<file path="config.mk">
export PLATFORM = sky130hd
export DESIGN_NAME = dest_demux
export DESIGN_NICKNAME = d
export VERILOG_FILES = /design/src/stream_pkg.sv /design/src/dest_demux.sv
export SDC_FILE = /design/constraint.sdc
export NUM_CORES = 1
export LEC_CHECK = 0
export BUFFER_PORTS_ARGS = -buffer_cell sky130_fd_sc_hd__buf_2
export CAP_MARGIN = 10
export CORE_AREA = 5 5 42 44
export DETAILED_ROUTE_END_ITERATION = 7
export DIE_AREA = 0 0 47 49
export HOLD_SLACK_MARGIN = 0.03
export PLACE_DENSITY = 0.36
export SLEW_MARGIN = 10
export SYNTH_ARGS = -nofsm -noshare
export SYNTH_HDL_FRONTEND = slang
export SYNTH_SLANG_ARGS = --single-unit
</file>
<file path="constraint.sdc">
create_clock -name clk -period 2.3 [get_ports clk]
set_clock_uncertainty 0.05 [all_clocks]
set_input_delay 0.46 -clock clk [delete_from_list [all_inputs] [get_ports clk]]
set_output_delay 0.46 -clock clk [all_outputs]
set_load 0.02 [all_outputs]
</file>
<file path="src/stream_pkg.sv">
`default_nettype none

package stream_pkg;

  // Default widths, set again by the top level when it is instantiated.
  localparam int DATA_WIDTH_DEFAULT = 8;
  localparam int ADDR_WIDTH_DEFAULT = 4;  // 16 beats per queue.
  localparam int NUM_PORTS_DEFAULT = 4;

  localparam logic USER_BAD_FRAME = 1'b1;  // user value on a last beat that marks a bad frame.

  // Returns the width of a destination field for a given number of queues.
  function automatic int dest_width(input int num_ports);
    int width;
    width = $clog2(num_ports);
    if (width < 1) begin
      width = 1;  // a single queue still needs a one-bit field.
    end
    return width;
  endfunction

endpackage

`default_nettype wire

</file>
<file path="src/dest_demux.sv">
`timescale 1ns/100ps
`default_nettype none

module dest_demux #(
  parameter int NUM_PORTS = stream_pkg::NUM_PORTS_DEFAULT
) (
  input wire clk,
  input wire rst,
  input wire [stream_pkg::dest_width(NUM_PORTS)-1:0] s_dest,
  input wire s_valid,
  input wire s_last,
  input wire [NUM_PORTS-1:0] fifo_ready,
  output logic s_ready,
  output logic [NUM_PORTS-1:0] fifo_valid
);

  import stream_pkg::*;

  localparam int DEST_W = dest_width(NUM_PORTS);

  logic in_frame_reg;
  logic [DEST_W-1:0] dest_reg;
  logic [DEST_W-1:0] sel;
  logic [NUM_PORTS-1:0] sel_onehot;
  logic accept;

  // The first beat routes on s_dest directly; later beats follow the locked value.
  assign sel = in_frame_reg ? dest_reg : s_dest;

  always_comb begin
    for (int i = 0; i < NUM_PORTS; i++) begin
      sel_onehot[i] = (sel == DEST_W'(i));
    end
  end

  assign fifo_valid = sel_onehot & {NUM_PORTS{s_valid}};
  assign s_ready = |(sel_onehot & fifo_ready);
  assign accept = s_valid && s_ready;

  always_ff @(posedge clk) begin
    if (rst) begin
      in_frame_reg <= 1'b0;
    end else if (accept) begin
      in_frame_reg <= !s_last;  // cleared once the last beat is through.
    end
  end

  always_ff @(posedge clk) begin
    if (accept && !in_frame_reg) begin
      dest_reg <= s_dest;
    end
  end

  a_dest_in_range: assert property (@(posedge clk) disable iff (rst)
    s_valid |-> (sel < NUM_PORTS))
    else $error("dest_demux: destination %0d has no queue.", sel);

endmodule

`default_nettype wire

</file>
==> run metrics <==
r2r worst-path depth=3; Starting Density=16.2%; Peak Freq=462 MHz; DRT antenna net count=0; H-tree lvl count=1; Post-Syn Area per Cell=11.3 um^2; cell accounting for the most synthesized area=edfxtp_1; Slew headroom=85.1%; # port buffers=14; asr flop ratio synth=0%; Tcrit/Tclk final=94.1%; hold buffer count at cts=0; switching pwr=0.0553 mW; clk sink count=3; Min Clock Period, post-route=2.16 ns; Max Buffers Root-to-Sink=2; reg2reg setup slack=0.54 ns; maximum VDD drop=0.159 mV; CP max FO=5; CTS tree=built; detailed router's first-iteration violation count=4; antenna violations before repair=0; min-delay worst type=input pin to register; IO Pins=15; DR vias=232; Post-synth EDFFs=2; Top FF cell, synth=edfxtp_1; Cells after Synth=20; RR Startpoint=in_frame_reg$_SDFFE_PP0P_; wire per inst=10.8 um; cts repair resizes=0; Sw Ratio=26.6%; Final GP Congestion=0.694; worst setup path class=register to output port; cell area after layout=343 um^2; DR pass1 iterations=4; final hold violations=0; FF+latch count, synth=3; Hold EP=dest_reg[0]$_DFFE_PP_; YS warnings=0; clk root buf=clkbuf_4; Vias/cell=4.30; CP startpoint kind=register; Int Pwr=0.153 mW; diode count=0; CP required=1.79 ns; Cell Chain, Critical Path=mux2_4 > mux4_2 > buf_2; layout cells sized above 1=57.9%; first-pass GRT wire length=931 um; largest net degree at the start of global routing=6; hold path start=s_dest[0]; Max Cap Violations=0; Seq pwr share=31.2%; vias in the first global route=249; Worst Tran Pin Value=0.223 ns; CP max stage delay=0.46 ns; total power=0.208 mW; syn_nets=30; # rows=14; Clock Pin Slew Worst Setup and Hold Paths=0.04 ns; DRC viols=0; Logic pwr share=24.4%; number of setup buffers added after CTS=0; Tot GR Track Use=6.09%; die extent in y=49 um; P_leak=0.165 nW; Worst R2R End=dest_reg[0]$_DFFE_PP_; post-detail-place hpwl=483 um; sequential-to-total area share from yosys stat=35.4%; most frequent cells after synthesis=nor2_1 (5), edfxtp_1 (2), nand2_1 (2); max reg flops=2; RSZ-0062 raised after global routing=no; Area growth syn-to-layout=51.4%; Final Max Slew Viols=0; Slowest cell on crit path=mux4_2; GR Overflow Total=0; setup_tns=0 ns; nets=49; count leader, synth=nor2_1; DIE AREA=2300 um^2; final setup vio count=0; Power Density=607 nW/um^2; Post-Route WL=581 um; Critical Path Sink Type=output port; synthesized area=226 um^2; chip width=47 um; Core Area=1400 um^2; WP buf/inv=1; Yosys top cell area share=26.5%; placed inst area=317 um^2; CTS buffer count=3; Area contributors post-synth=edfxtp_1 (27%), mux4_1 (12%), mux4_2 (9.9%), dfxtp_1 (8.8%), nor2_1 (8.3%); critical path arrival=1.65 ns; WHS Path Cells=1; cell family with most CP delay=multiplexers; Synth cell types=14; status=finished clean; Clock power frac=44.4%; clk_lat worst skew=0.23 ns
layout by cell type, fill, tap and decap left out:
| master | count |
|---|---|
| or2b_1 | 1 |
| mux4_1 | 1 |
| dfxtp_1 | 1 |
| and3b_2 | 1 |
| a31o_2 | 1 |
| edfxtp_1 | 2 |
| clkbuf_4 | 3 |
| mux2_2 | 1 |
| nand2_1 | 2 |
| clkbuf_1 | 1 |
| buf_2 | 14 |
| mux4_2 | 1 |
| inv_1 | 1 |
| a21oi_1 | 1 |
| mux2i_1 | 1 |
| nor2_1 | 5 |
| mux2_4 | 1 |
per-stage QoR:
step / utilization [%] / cells / setup slack [ns] / hold slack, ns
floorplan: - / 20 / 0.534 / 0.509
global placement: 22.6 / 50 / 0.287 / 0.620
detailed placement: 22.6 / 50 / 0.283 / 0.619
CTS: 24.5 / 54 / 0.123 / 0.373
global route: 24.5 / 54 / 0.0810 / 0.373
finish: 24.5 / 54 / 0.136 / 0.383
worst register-to-register path, delay by kind of cell (launching register included):
family,cells,cell delay (ns)
multiplexers,2,0.81
flip-flops,1,0.43
AND/OR/NAND/NOR,1,0.24
power by group through the flow:
stage / combinational (mW) / sequential [mW] / clock, mW
global route: 0.0558 / 0.0651 / 0.101
finish: 0.0508 / 0.0649 / 0.0924
floorplan: 0.0332 / 0.0647 / 0
global placement: 0.0509 / 0.0656 / 0
detailed placement: 0.0514 / 0.0656 / 0
CTS: 0.0515 / 0.0649 / 0.0974
layout make-up:
class | count | area, um^2
fillers | 164 | 1060
multi-input cells | 16 | 143
flip-flops and latches | 3 | 80.1
repair buffers | 14 | 70.1
clock buffers | 4 | 26.3
well taps | 16 | 20.0
inverters | 1 | 3.75
metal layers:
metal	up-vias	part of all wire (%)	global-route usage, %
met1	107	38	6.70
met2	11	51	7.69
li1	112	-	-
met3	2	6.5	0.369
met4	0	3.4	9.68
met5	-	0	0
kinds of logic (layout without fill, tap and decap cells):
logic type / Yosys count / in the layout / share of synthesized area, %
AO/OA/AOI/OAI: 2 / 2 / 6.08
flip-flops: 3 / 3 / 35.4
AND/OR/NAND/NOR: 9 / 9 / 19.3
buffers and inverters: 1 / 19 / 1.66
multiplexers: 5 / 5 / 37.6
how the worst max path moves through the flow:
stage                               from       to  slack [ns]  cells past startpoint
2_1_floorplan                  s_dest[0]  s_ready        0.53                      2
5_1_grt        in_frame_reg$_SDFFE_PP0P_  s_ready        0.08                      3
6_report       in_frame_reg$_SDFFE_PP0P_  s_ready        0.14                      3
3_5_place_dp                   s_dest[0]  s_ready        0.28                      4
4_1_cts        in_frame_reg$_SDFFE_PP0P_  s_ready        0.12                      3
3_3_place_gp                   s_dest[0]  s_ready        0.29                      4
Note: power is estimated with default switching activity, not from simulation.
