===== config.mk =====
export PLATFORM = sky130hd
export DESIGN_NAME = frame_fifo
export DESIGN_NICKNAME = d
export VERILOG_FILES = /design/src/stream_pkg.sv /design/src/frame_fifo.sv
export SDC_FILE = /design/constraint.sdc
export NUM_CORES = 1
export LEC_CHECK = 0
export BUFFER_PORTS_ARGS = -buffer_cell sky130_fd_sc_hd__clkbuf_2
export CAP_MARGIN = 40
export CORE_UTILIZATION = 35
export CTS_CLUSTER_DIAMETER = 60
export CTS_CLUSTER_SIZE = 30
export DETAILED_ROUTE_END_ITERATION = 7
export SETUP_SLACK_MARGIN = 0.02
export SYNTH_ARGS = -nofsm -noshare
export SYNTH_HDL_FRONTEND = slang
export SYNTH_SLANG_ARGS = --single-unit

===== constraint.sdc =====
create_clock -name clk -period 3.7 [get_ports clk]
set_clock_uncertainty 0.1 [all_clocks]
set_input_delay 0.185 -clock clk [delete_from_list [all_inputs] [get_ports clk]]
set_output_delay 0.185 -clock clk [all_outputs]
set_load 0.005 [all_outputs]

===== src/stream_pkg.sv =====
`default_nettype none

package stream_pkg;

  // Default widths, set again by the top level when it is instantiated.
  localparam int DATA_WIDTH_DEFAULT = 8;
  localparam int ADDR_WIDTH_DEFAULT = 4;  // 16 beats per queue.
  localparam int NUM_PORTS_DEFAULT = 4;

  localparam logic USER_BAD_FRAME = 1'b1;  // user value on a last beat that marks a bad frame.

  // Returns the width of a destination field for a given number of queues.
  function automatic int dest_width(input int num_ports);
    int width;
    width = $clog2(num_ports);
    if (width < 1) begin
      width = 1;  // a single queue still needs a one-bit field.
    end
    return width;
  endfunction

endpackage

`default_nettype wire


===== src/frame_fifo.sv =====
`timescale 1ns/100ps
`default_nettype none

module frame_fifo #(
  parameter int ADDR_WIDTH = stream_pkg::ADDR_WIDTH_DEFAULT,
  parameter int DATA_WIDTH = stream_pkg::DATA_WIDTH_DEFAULT
) (
  input wire clk,
  input wire rst,
  input wire [DATA_WIDTH-1:0] s_data,
  input wire s_last,
  input wire s_user,
  input wire s_valid,
  output logic s_ready,
  output logic [DATA_WIDTH-1:0] q_data,
  output logic q_last,
  output logic q_valid,
  input wire q_ready,
  output logic status_overflow,
  output logic status_bad_frame,
  output logic status_good_frame
);

  import stream_pkg::*;

  localparam int WIDTH = DATA_WIDTH + 1;  // last sits above the data bits.
  localparam logic [ADDR_WIDTH:0] DEPTH = (ADDR_WIDTH+1)'(2**ADDR_WIDTH);

  logic [ADDR_WIDTH:0] wr_ptr_reg;
  logic [ADDR_WIDTH:0] wr_ptr_next;
  logic [ADDR_WIDTH:0] wr_ptr_cur_reg;
  logic [ADDR_WIDTH:0] wr_ptr_cur_next;
  logic [ADDR_WIDTH:0] wr_addr_reg;
  logic [ADDR_WIDTH:0] rd_ptr_reg;
  logic [ADDR_WIDTH:0] rd_ptr_next;
  logic [ADDR_WIDTH:0] rd_addr_reg;

  logic [WIDTH-1:0] mem [2**ADDR_WIDTH];
  logic [WIDTH-1:0] mem_read_data_reg;
  logic mem_read_data_valid_reg;
  logic mem_read_data_valid_next;
  logic [WIDTH-1:0] out_reg;
  logic out_valid_reg;
  logic out_valid_next;

  logic full_cur;
  logic empty;
  logic write;
  logic read;
  logic store_output;

  logic drop_frame_reg;
  logic drop_frame_next;
  logic overflow_reg;
  logic overflow_next;
  logic bad_frame_reg;
  logic bad_frame_next;
  logic good_frame_reg;
  logic good_frame_next;

  // The current pointer has run a full lap ahead of the read pointer.
  assign full_cur = (wr_ptr_cur_reg[ADDR_WIDTH] != rd_ptr_reg[ADDR_WIDTH]) &&
                    (wr_ptr_cur_reg[ADDR_WIDTH-1:0] == rd_ptr_reg[ADDR_WIDTH-1:0]);
  assign empty = (wr_ptr_reg == rd_ptr_reg);  // only committed frames are visible to the reader.

  assign s_ready = 1'b1;  // every beat is taken; a frame that does not fit is dropped instead.

  assign q_data = out_reg[DATA_WIDTH-1:0];
  assign q_last = out_reg[DATA_WIDTH];
  assign q_valid = out_valid_reg;

  assign status_overflow = overflow_reg;
  assign status_bad_frame = bad_frame_reg;
  assign status_good_frame = good_frame_reg;

  always_comb begin
    write = 1'b0;
    drop_frame_next = drop_frame_reg;
    overflow_next = 1'b0;
    bad_frame_next = 1'b0;
    good_frame_next = 1'b0;
    wr_ptr_next = wr_ptr_reg;
    wr_ptr_cur_next = wr_ptr_cur_reg;
    if (s_valid && s_ready) begin
      if (full_cur || drop_frame_reg) begin
        drop_frame_next = 1'b1;  // discard the rest of this frame.
        if (s_last) begin
          wr_ptr_cur_next = wr_ptr_reg;
          drop_frame_next = 1'b0;
          overflow_next = 1'b1;
        end
      end else begin
        write = 1'b1;
        wr_ptr_cur_next = wr_ptr_cur_reg + 1'b1;
        if (s_last) begin
          if (s_user == USER_BAD_FRAME) begin
            wr_ptr_cur_next = wr_ptr_reg;  // rewind over the bad frame.
            bad_frame_next = 1'b1;
          end else begin
            wr_ptr_next = wr_ptr_cur_reg + 1'b1;
            good_frame_next = 1'b1;
          end
        end
      end
    end
  end

  always_ff @(posedge clk) begin
    if (rst) begin
      wr_ptr_reg <= '0;
      wr_ptr_cur_reg <= '0;
      wr_addr_reg <= '0;
      drop_frame_reg <= 1'b0;
      overflow_reg <= 1'b0;
      bad_frame_reg <= 1'b0;
      good_frame_reg <= 1'b0;
    end else begin
      wr_ptr_reg <= wr_ptr_next;
      wr_ptr_cur_reg <= wr_ptr_cur_next;
      wr_addr_reg <= wr_ptr_cur_next;
      drop_frame_reg <= drop_frame_next;
      overflow_reg <= overflow_next;
      bad_frame_reg <= bad_frame_next;
      good_frame_reg <= good_frame_next;
    end
  end

  always_ff @(posedge clk) begin
    if (write) begin
      mem[wr_addr_reg[ADDR_WIDTH-1:0]] <= {s_last, s_data};
    end
  end

  // Read side: address register, memory register, output register.
  always_comb begin
    read = 1'b0;
    rd_ptr_next = rd_ptr_reg;
    mem_read_data_valid_next = mem_read_data_valid_reg;
    if (store_output || !mem_read_data_valid_reg) begin
      if (!empty) begin
        read = 1'b1;
        mem_read_data_valid_next = 1'b1;
        rd_ptr_next = rd_ptr_reg + 1'b1;
      end else begin
        mem_read_data_valid_next = 1'b0;
      end
    end
  end

  always_comb begin
    store_output = q_ready || !out_valid_reg;  // the output register holds under back-pressure.
    out_valid_next = out_valid_reg;
    if (store_output) begin
      out_valid_next = mem_read_data_valid_reg;
    end
  end

  always_ff @(posedge clk) begin
    if (rst) begin
      rd_ptr_reg <= '0;
      rd_addr_reg <= '0;
      mem_read_data_valid_reg <= 1'b0;
      out_valid_reg <= 1'b0;
    end else begin
      rd_ptr_reg <= rd_ptr_next;
      rd_addr_reg <= rd_ptr_next;
      mem_read_data_valid_reg <= mem_read_data_valid_next;
      out_valid_reg <= out_valid_next;
    end
  end

  always_ff @(posedge clk) begin
    if (read) begin
      mem_read_data_reg <= mem[rd_addr_reg[ADDR_WIDTH-1:0]];
    end
    if (store_output) begin
      out_reg <= mem_read_data_reg;
    end
  end

  // A write needs a free slot between the write address and the reader.
  a_no_write_when_full: assert property (@(posedge clk) disable iff (rst)
    write |-> ((wr_addr_reg - rd_ptr_reg) != DEPTH))
    else $error("frame_fifo: memory write while the current pointer is full.");

  a_valid_held: assert property (@(posedge clk) disable iff (rst)
    q_valid && !q_ready |=> q_valid)
    else $error("frame_fifo: q_valid fell without a transfer.");

endmodule

`default_nettype wire


==> results of run 1 <==
==> where the power goes <==
part | internal (mW) | leakage [nW] | switching (mW)
combinational | 0.434 | 0.760 | 0.510
clock | 0.921 | 0.266 | 0.731
sequential | 2.46 | 1.65 | 0.0642
==> logic make-up after synthesis <==
family,Yosys count
flops,183
simple gates,78
mux,51
compound gates,41
buf+inv,27
xor+xnor,15
fa+ha+maj,5
other cells,1
==> what timing repair did <==
item / 4_1_cts / 5_1_grt
hold endpoints to repair: 4 / 0
endpoints found under the setup margin: 0 / 0
hold buffers: 4 / 0
==> final cells by class <==
class | instances | area share
Tap cell | 270 | 0.0405
Timing Repair Buffer | 51 | 0.0393
Multi-Input combinational cell | 191 | 0.219
Sequential cell | 183 | 0.634
Clock inverter | 12 | 0.0125
Clock buffer | 19 | 0.0519
Inverter | 5 | 0.00225
==> per-layer routing <==
layer / track usage / vias up / wire, um
li1: - / 1675 / -
met1: 0.165 / 1809 / 5800
met2: 0.231 / 77 / 6910
met3: 0.0386 / 11 / 594
met4: 0.0511 / 0 / 165
met5: 0 / - / 0
==> worst max-delay path: stages (launching register included) <==
cell	delay [ns]
dfxtp_1	0.54
xnor2_1	0.15
and3_1	0.24
a21oi_1	0.45
nand2_1	0.14
nor4b_1	0.29
dlygate4sd3_1	0.61
==> worst max path at each step <==
stage / to / startpoint / depth (start not counted)
finish: status_good_frame / wr_addr_reg[3] / 6
global route: status_good_frame / wr_addr_reg[3] / 6
CTS: mem_read_data_reg[5] / rd_addr_reg[0] / 5
detailed placement: mem_read_data_reg[5] / rd_addr_reg[0] / 5
global placement: mem_read_data_reg[1] / rd_addr_reg[0] / 5
floorplan: mem[0][0] / rd_addr_reg[2] / 6
==> layout by cell type (no fill, tap or decap), types with 14 or more instances in the layout <==
cell         n
a21oi_1     15
buf_4       21
clkbuf_16   17
clkbuf_2    26
dfxtp_1     20
edfxtp_1   162
mux2i_1     14
mux4_2      36
nor2_1      26
==> per-stage QoR <==
stage	cells	total power [mW]	setup slack [ns]	hold slack, ns
2_1_floorplan	401	3.26	1.33	0.162
4_1_cts	731	5.18	1.13	0.0780
3_5_place_dp	696	3.53	1.13	0.306
3_3_place_gp	696	3.52	1.16	0.307
6_report	731	5.13	1.11	0.0850
5_1_grt	731	5.34	0.957	0.102
==> metrics.txt, run 1 <==
post-synth top area cell=edfxtp_1; DR vias/cell=4.89; Final nets=468; Syn Area/Cell=18.1 um2; Max Slew Vio Count=0; Die H=146 um; fmax=a little under 400 MHz; cell count after synthesis=around 400; Final Setup Violations=0; Crit. End Element=flop; DRC Markers=0; PortBufs=26; GRT overflow=0; Core Footprint=20200 um2; Clock transition at path regs=0.06 ns; RSZ-0062 raised after global routing=no; CP Class=reg -> reg; gr usage total=0.136; hpwl dp=8.62 mm; Clock Latency Late Sink=0.43 ns; Setup Buffers After CTS=0; Worst R2R End=status_good_frame; Post-synth EDFFs=around 160; Worst-Margin Slew=0.808 ns; CP startpoint kind=flop; status=finished clean; Critical R2R Launch=wr_addr_reg[3]; number of distinct library cells after synthesis=39; Pwr Density=615 nW/um2; vias in the first global route=3824; wire per inst=about 18 um; Starting Density=0.358; n_diodes=0; largest family of logic cells by synthesized area=multiplexers; period utilization=0.701; Util after Layout=0.412; drt initial violations=183; Max H-tree Level=4; MaxCap Viol Count=0; total CTS buffers=17; Post-Synth Adder-Cell Area=0.00864; ys flop type=edfxtp_1; top-count cell post-synth=edfxtp_1; number of fill cells=1803; Arrival @ worst endpoint=2.86 ns; asr flop ratio synth=0; Post-Route Setup TNS=0 ns; Top Ports=28; max reg flops=144; FP Rows=between 50 and 60; Slew headroom=0.461; clk buf depth=2; share of cells above drive strength 1=0.252; Die ar.=~21000 um2; Tmin final=about 2.6 ns; Worst Hold Class=in -> reg; Ys Warns=0; WHS Endpoint=mem[14][7]; min-delay src=s_data[7]; R2R cell count=6; Synth Area in Simple Gates=0.0520; initial antenna violation count=0; Reg area=around 5300 um2; Worst VDD drop=0.000257 V; placed cell areas=7760 um2; Post-Synth XOR/XNOR Area=0.0181; clk sinks=183; WP data required=between 3 and 4 ns; mux cell area share after synthesis=0.133; post-route cell area=8340 um2; Hold Vio Cnt, Final=0; fraction of the mapped netlist area in compound gates=0.0403; via count=3572; R2R setup slack=1.11 ns; worst-path fanout max=11; largest net degree at the start of global routing=41; Post-Syn Nets=420; largest cells by area after synthesis=edfxtp_1 67%, mux4_2 11%, dfxtp_1 5.8%; register area share after synthesis=0.730; drt pass-1 iters=4; Synth Cell Area=about 7200 um2; synthesis-stage register bit count=183; antenna-violating nets left=0; clock root cell=clkbuf_16; footprint of the multi-input gates=1830 um2; CTS tree=built; Area growth syn-to-layout=15.1%; post-synth top area share=0.672; post-cts resize count=0; Leak=2.68 nW; Die Wd=roughly 150 um; global placement routability congestion=just over 0.8; first-pass GRT wire length=21.2 mm; Routed Wire Length=13.5 mm; Post-synth top cells=162 x edfxtp_1, 36 x mux4_2, 26 x nor2_1, 21 x dfxtp_1, 15 x a21oi_1; Min-Delay Path Depth=1
(Power assumes the default switching activity.)
==> run 2: changes to the inputs <==
Settings changed: ABC_AREA set to 1.
Clock period 3.7 ns to 2.7 ns, I/O delays scaled along.
==> metrics.txt, run 2 <==
status=finished clean; Switching Share=0.327; Post-synth EDFFs=162; worst-path fanout max=9; pre-CTS setup slack=0.628 ns; Die H=148 um; via count=around 5000; Critical R2R Launch=wr_addr_reg[2]; Leak=3.01 nW; Clock power frac=0.299; gr usage total=0.170; max reg flops=144; share of cells above drive strength 1=0.131; commonest cells after routing, fill and taps aside=162 x edfxtp_1, 146 x nor2_1, 86 x nand2_1; sequential share of power=0.457; period utilization=0.803; Die Wd=148 um; Final WS setup=between 0.5 and 0.6 ns; Min-Delay Path Depth=4; WHS Endpoint=mem_read_data_valid_reg; DRC Markers=0; cell family with most CP delay=buffers and inverters; FP Rows=53; hpwl dp=11.4 mm; Max H-tree Level=4; largest stage delay on the critical path=0.55 ns; WP data required=around 2.9 ns; Hold Buf Count CTS=4; Util after Layout=0.409; Area growth syn-to-layout=14.7%; min-delay src=q_ready; n_diodes=0; antenna-violating nets left=0; Arrival @ worst endpoint=between 2 and 2.5 ns; worst path cell trace=inv_2, nand2_1, nand2_1, nor2_1, nand3_2, nand2_2, inv_1, nand4_1, nor2_1, dlygate4sd3_1; Worst-Margin Slew=between 0.5 and 0.6 ns; cell count after synthesis=648; post-synth top area share=0.649; total CTS buffers=17; Hold WS=about 0.056 ns; total power=7.71 mW; Hold Vio Cnt, Final=0; ys flop type=edfxtp_1; Setup Buffers After CTS=0; Psw=2.52 mW; post-synth top area cell=edfxtp_1; Syn Area/Cell=11.6 um2; top-count cell post-synth=edfxtp_1; fmax=461 MHz; GRT overflow=0; post-route cell area=8590 um2; MaxCap Viol Count=0; global placement routability congestion=roughly 0.83; Pwr Density=898 nW/um2; slowest CP cell=dlygate4sd3_1; vias in the first global route=4957; Synth Cell Area=7490 um2; Final nets=roughly 710; Ys Warns=0; Post-Syn Nets=667; Max Slew Vio Count=0; CP startpoint kind=flop; Top Ports=28; clk buf depth=2; Crit. End Element=flop; first-pass GRT wire length=~28 mm; wire per inst=18.1 um; clock root cell=clkbuf_16; CTS tree=built; drt pass-1 iters=5; Starting Density=0.356; largest net degree at the start of global routing=74; most common cell after layout, fill and taps aside=edfxtp_1; Core Footprint=21000 um2; Worst VDD drop=0.000589 V; number of distinct library cells after synthesis=29; DR vias/cell=5.14; Int Pwr=5.19 mW; combinational share of power=0.244; RSZ-0062 raised after global routing=no; Slew headroom=0.614; Routed Wire Length=17.7 mm; clk sinks=183; Placed Cells=941; Clock transition at path regs=0.07 ns; Worst Hold Class=in -> reg; drt initial violations=between 400 and 500; R2R setup slack=0.53 ns; R2R cell count=10; register area share after synthesis=0.706; Worst R2R End=status_good_frame; Final Instance Count excl. Fillers=977; largest cells by area after synthesis=edfxtp_1 65%, nor2_1 7.3%, dfxtp_1 5.6%; Final Setup Violations=0; CP Class=reg -> reg; CP bufs+invs=3; Post-synth top cells=162 x edfxtp_1, 146 x nor2_1, 86 x nand2_1, 67 x o21ai_0, 31 x nand3_1; synthesis-stage register bit count=183; Clock Latency Late Sink=0.43 ns; Die ar.=around 22000 um2; post-cts resize count=0; number of fill cells=1965; asr flop ratio synth=0; Tmin final=2.17 ns; PortBufs=26; initial antenna violation count=0; Post-Route Setup TNS=0 ns; placed cell areas=8000 um2
[run 2: cell types whose count changed after synthesis, moves of 7 or more]
cell      previous run  this run
inv_1                5        20
o32ai_1              2        18
buf_2                5        12
a211oi_1            12         0
xnor2_1             11         2
nand3_1              8        31
mux2i_1             14         0
nor2_1              26       146
nor2b_1             12         0
o211ai_1             1        18
o21ai_0              2        67
nand2_1             12        86
nor3_1               9         1
mux4_2              36         0
[run 2: final cells by class]
cell class / instances / area [um2] / area share
sequential: 183 / 5290 / 0.616
clock inverter: 15 / 125 / 0.0146
inverter: 26 / 97.6 / 0.0114
clock buffer: 17 / 425 / 0.0495
timing repair buffer: 54 / 363 / 0.0422
multi-input combinational: 407 / 1950 / 0.227
tap: 275 / 344 / 0.0401
[run 2: power by group through the flow]
stage	clock [mW]	combinational, mW	sequential (mW)
4_1_cts	2.34	1.89	3.53
3_3_place_gp	0	1.88	3.58
6_report	2.31	1.88	3.52
5_1_grt	2.45	2.09	3.55
2_1_floorplan	0	1.24	3.55
3_5_place_dp	0	1.88	3.59
[run 2: how the worst max path moves through the flow]
stage                         from                 to  slack [ns]  cells past startpoint
floorplan           wr_addr_reg[2]          mem[0][0]        0.70                     11
CTS                 wr_addr_reg[2]  status_good_frame        0.56                     10
global placement    rd_addr_reg[2]          mem[6][3]        0.70                     10
detailed placement  wr_addr_reg[2]          mem[6][0]        0.63                      9
finish              wr_addr_reg[2]  status_good_frame        0.53                     10
global route        wr_addr_reg[2]  status_good_frame        0.37                     10
[run 2: cells by family (layout without fill, tap and decap cells)]
| group | after synthesis | after routing | synth area share |
|---|---|---|---|
| simple gates | 275 | 275 | 0.148 |
| fa+ha+maj | 5 | 5 | 0.00835 |
| xor+xnor | 8 | 8 | 0.00935 |
| flops | 183 | 183 | 0.706 |
| compound gates | 118 | 118 | 0.0939 |
| buf+inv | 58 | 112 | 0.0346 |
| other cells | 1 | 1 | 0.000501 |
[run 2: routing by layer]
metal,wire [um],part of all wire,up-vias,global-route usage
met2,9200,0.52,127,0.301
met3,743,0.042,21,0.0298
met5,0,0,-,0
li1,-,-,2372,-
met4,258,0.015,0,0.0546
met1,7470,0.42,2501,0.211
[run 2: worst register-to-register path: stages, from the launching register on]
cell and delay [ns]:
dfxtp_1 0.51, inv_2 0.10, nand2_1 0.07, nand2_1 0.04, nor2_1 0.12, nand3_2 0.14, nand2_2 0.15, inv_1 0.11
nand4_1 0.11, nor2_1 0.05, dlygate4sd3_1 0.55
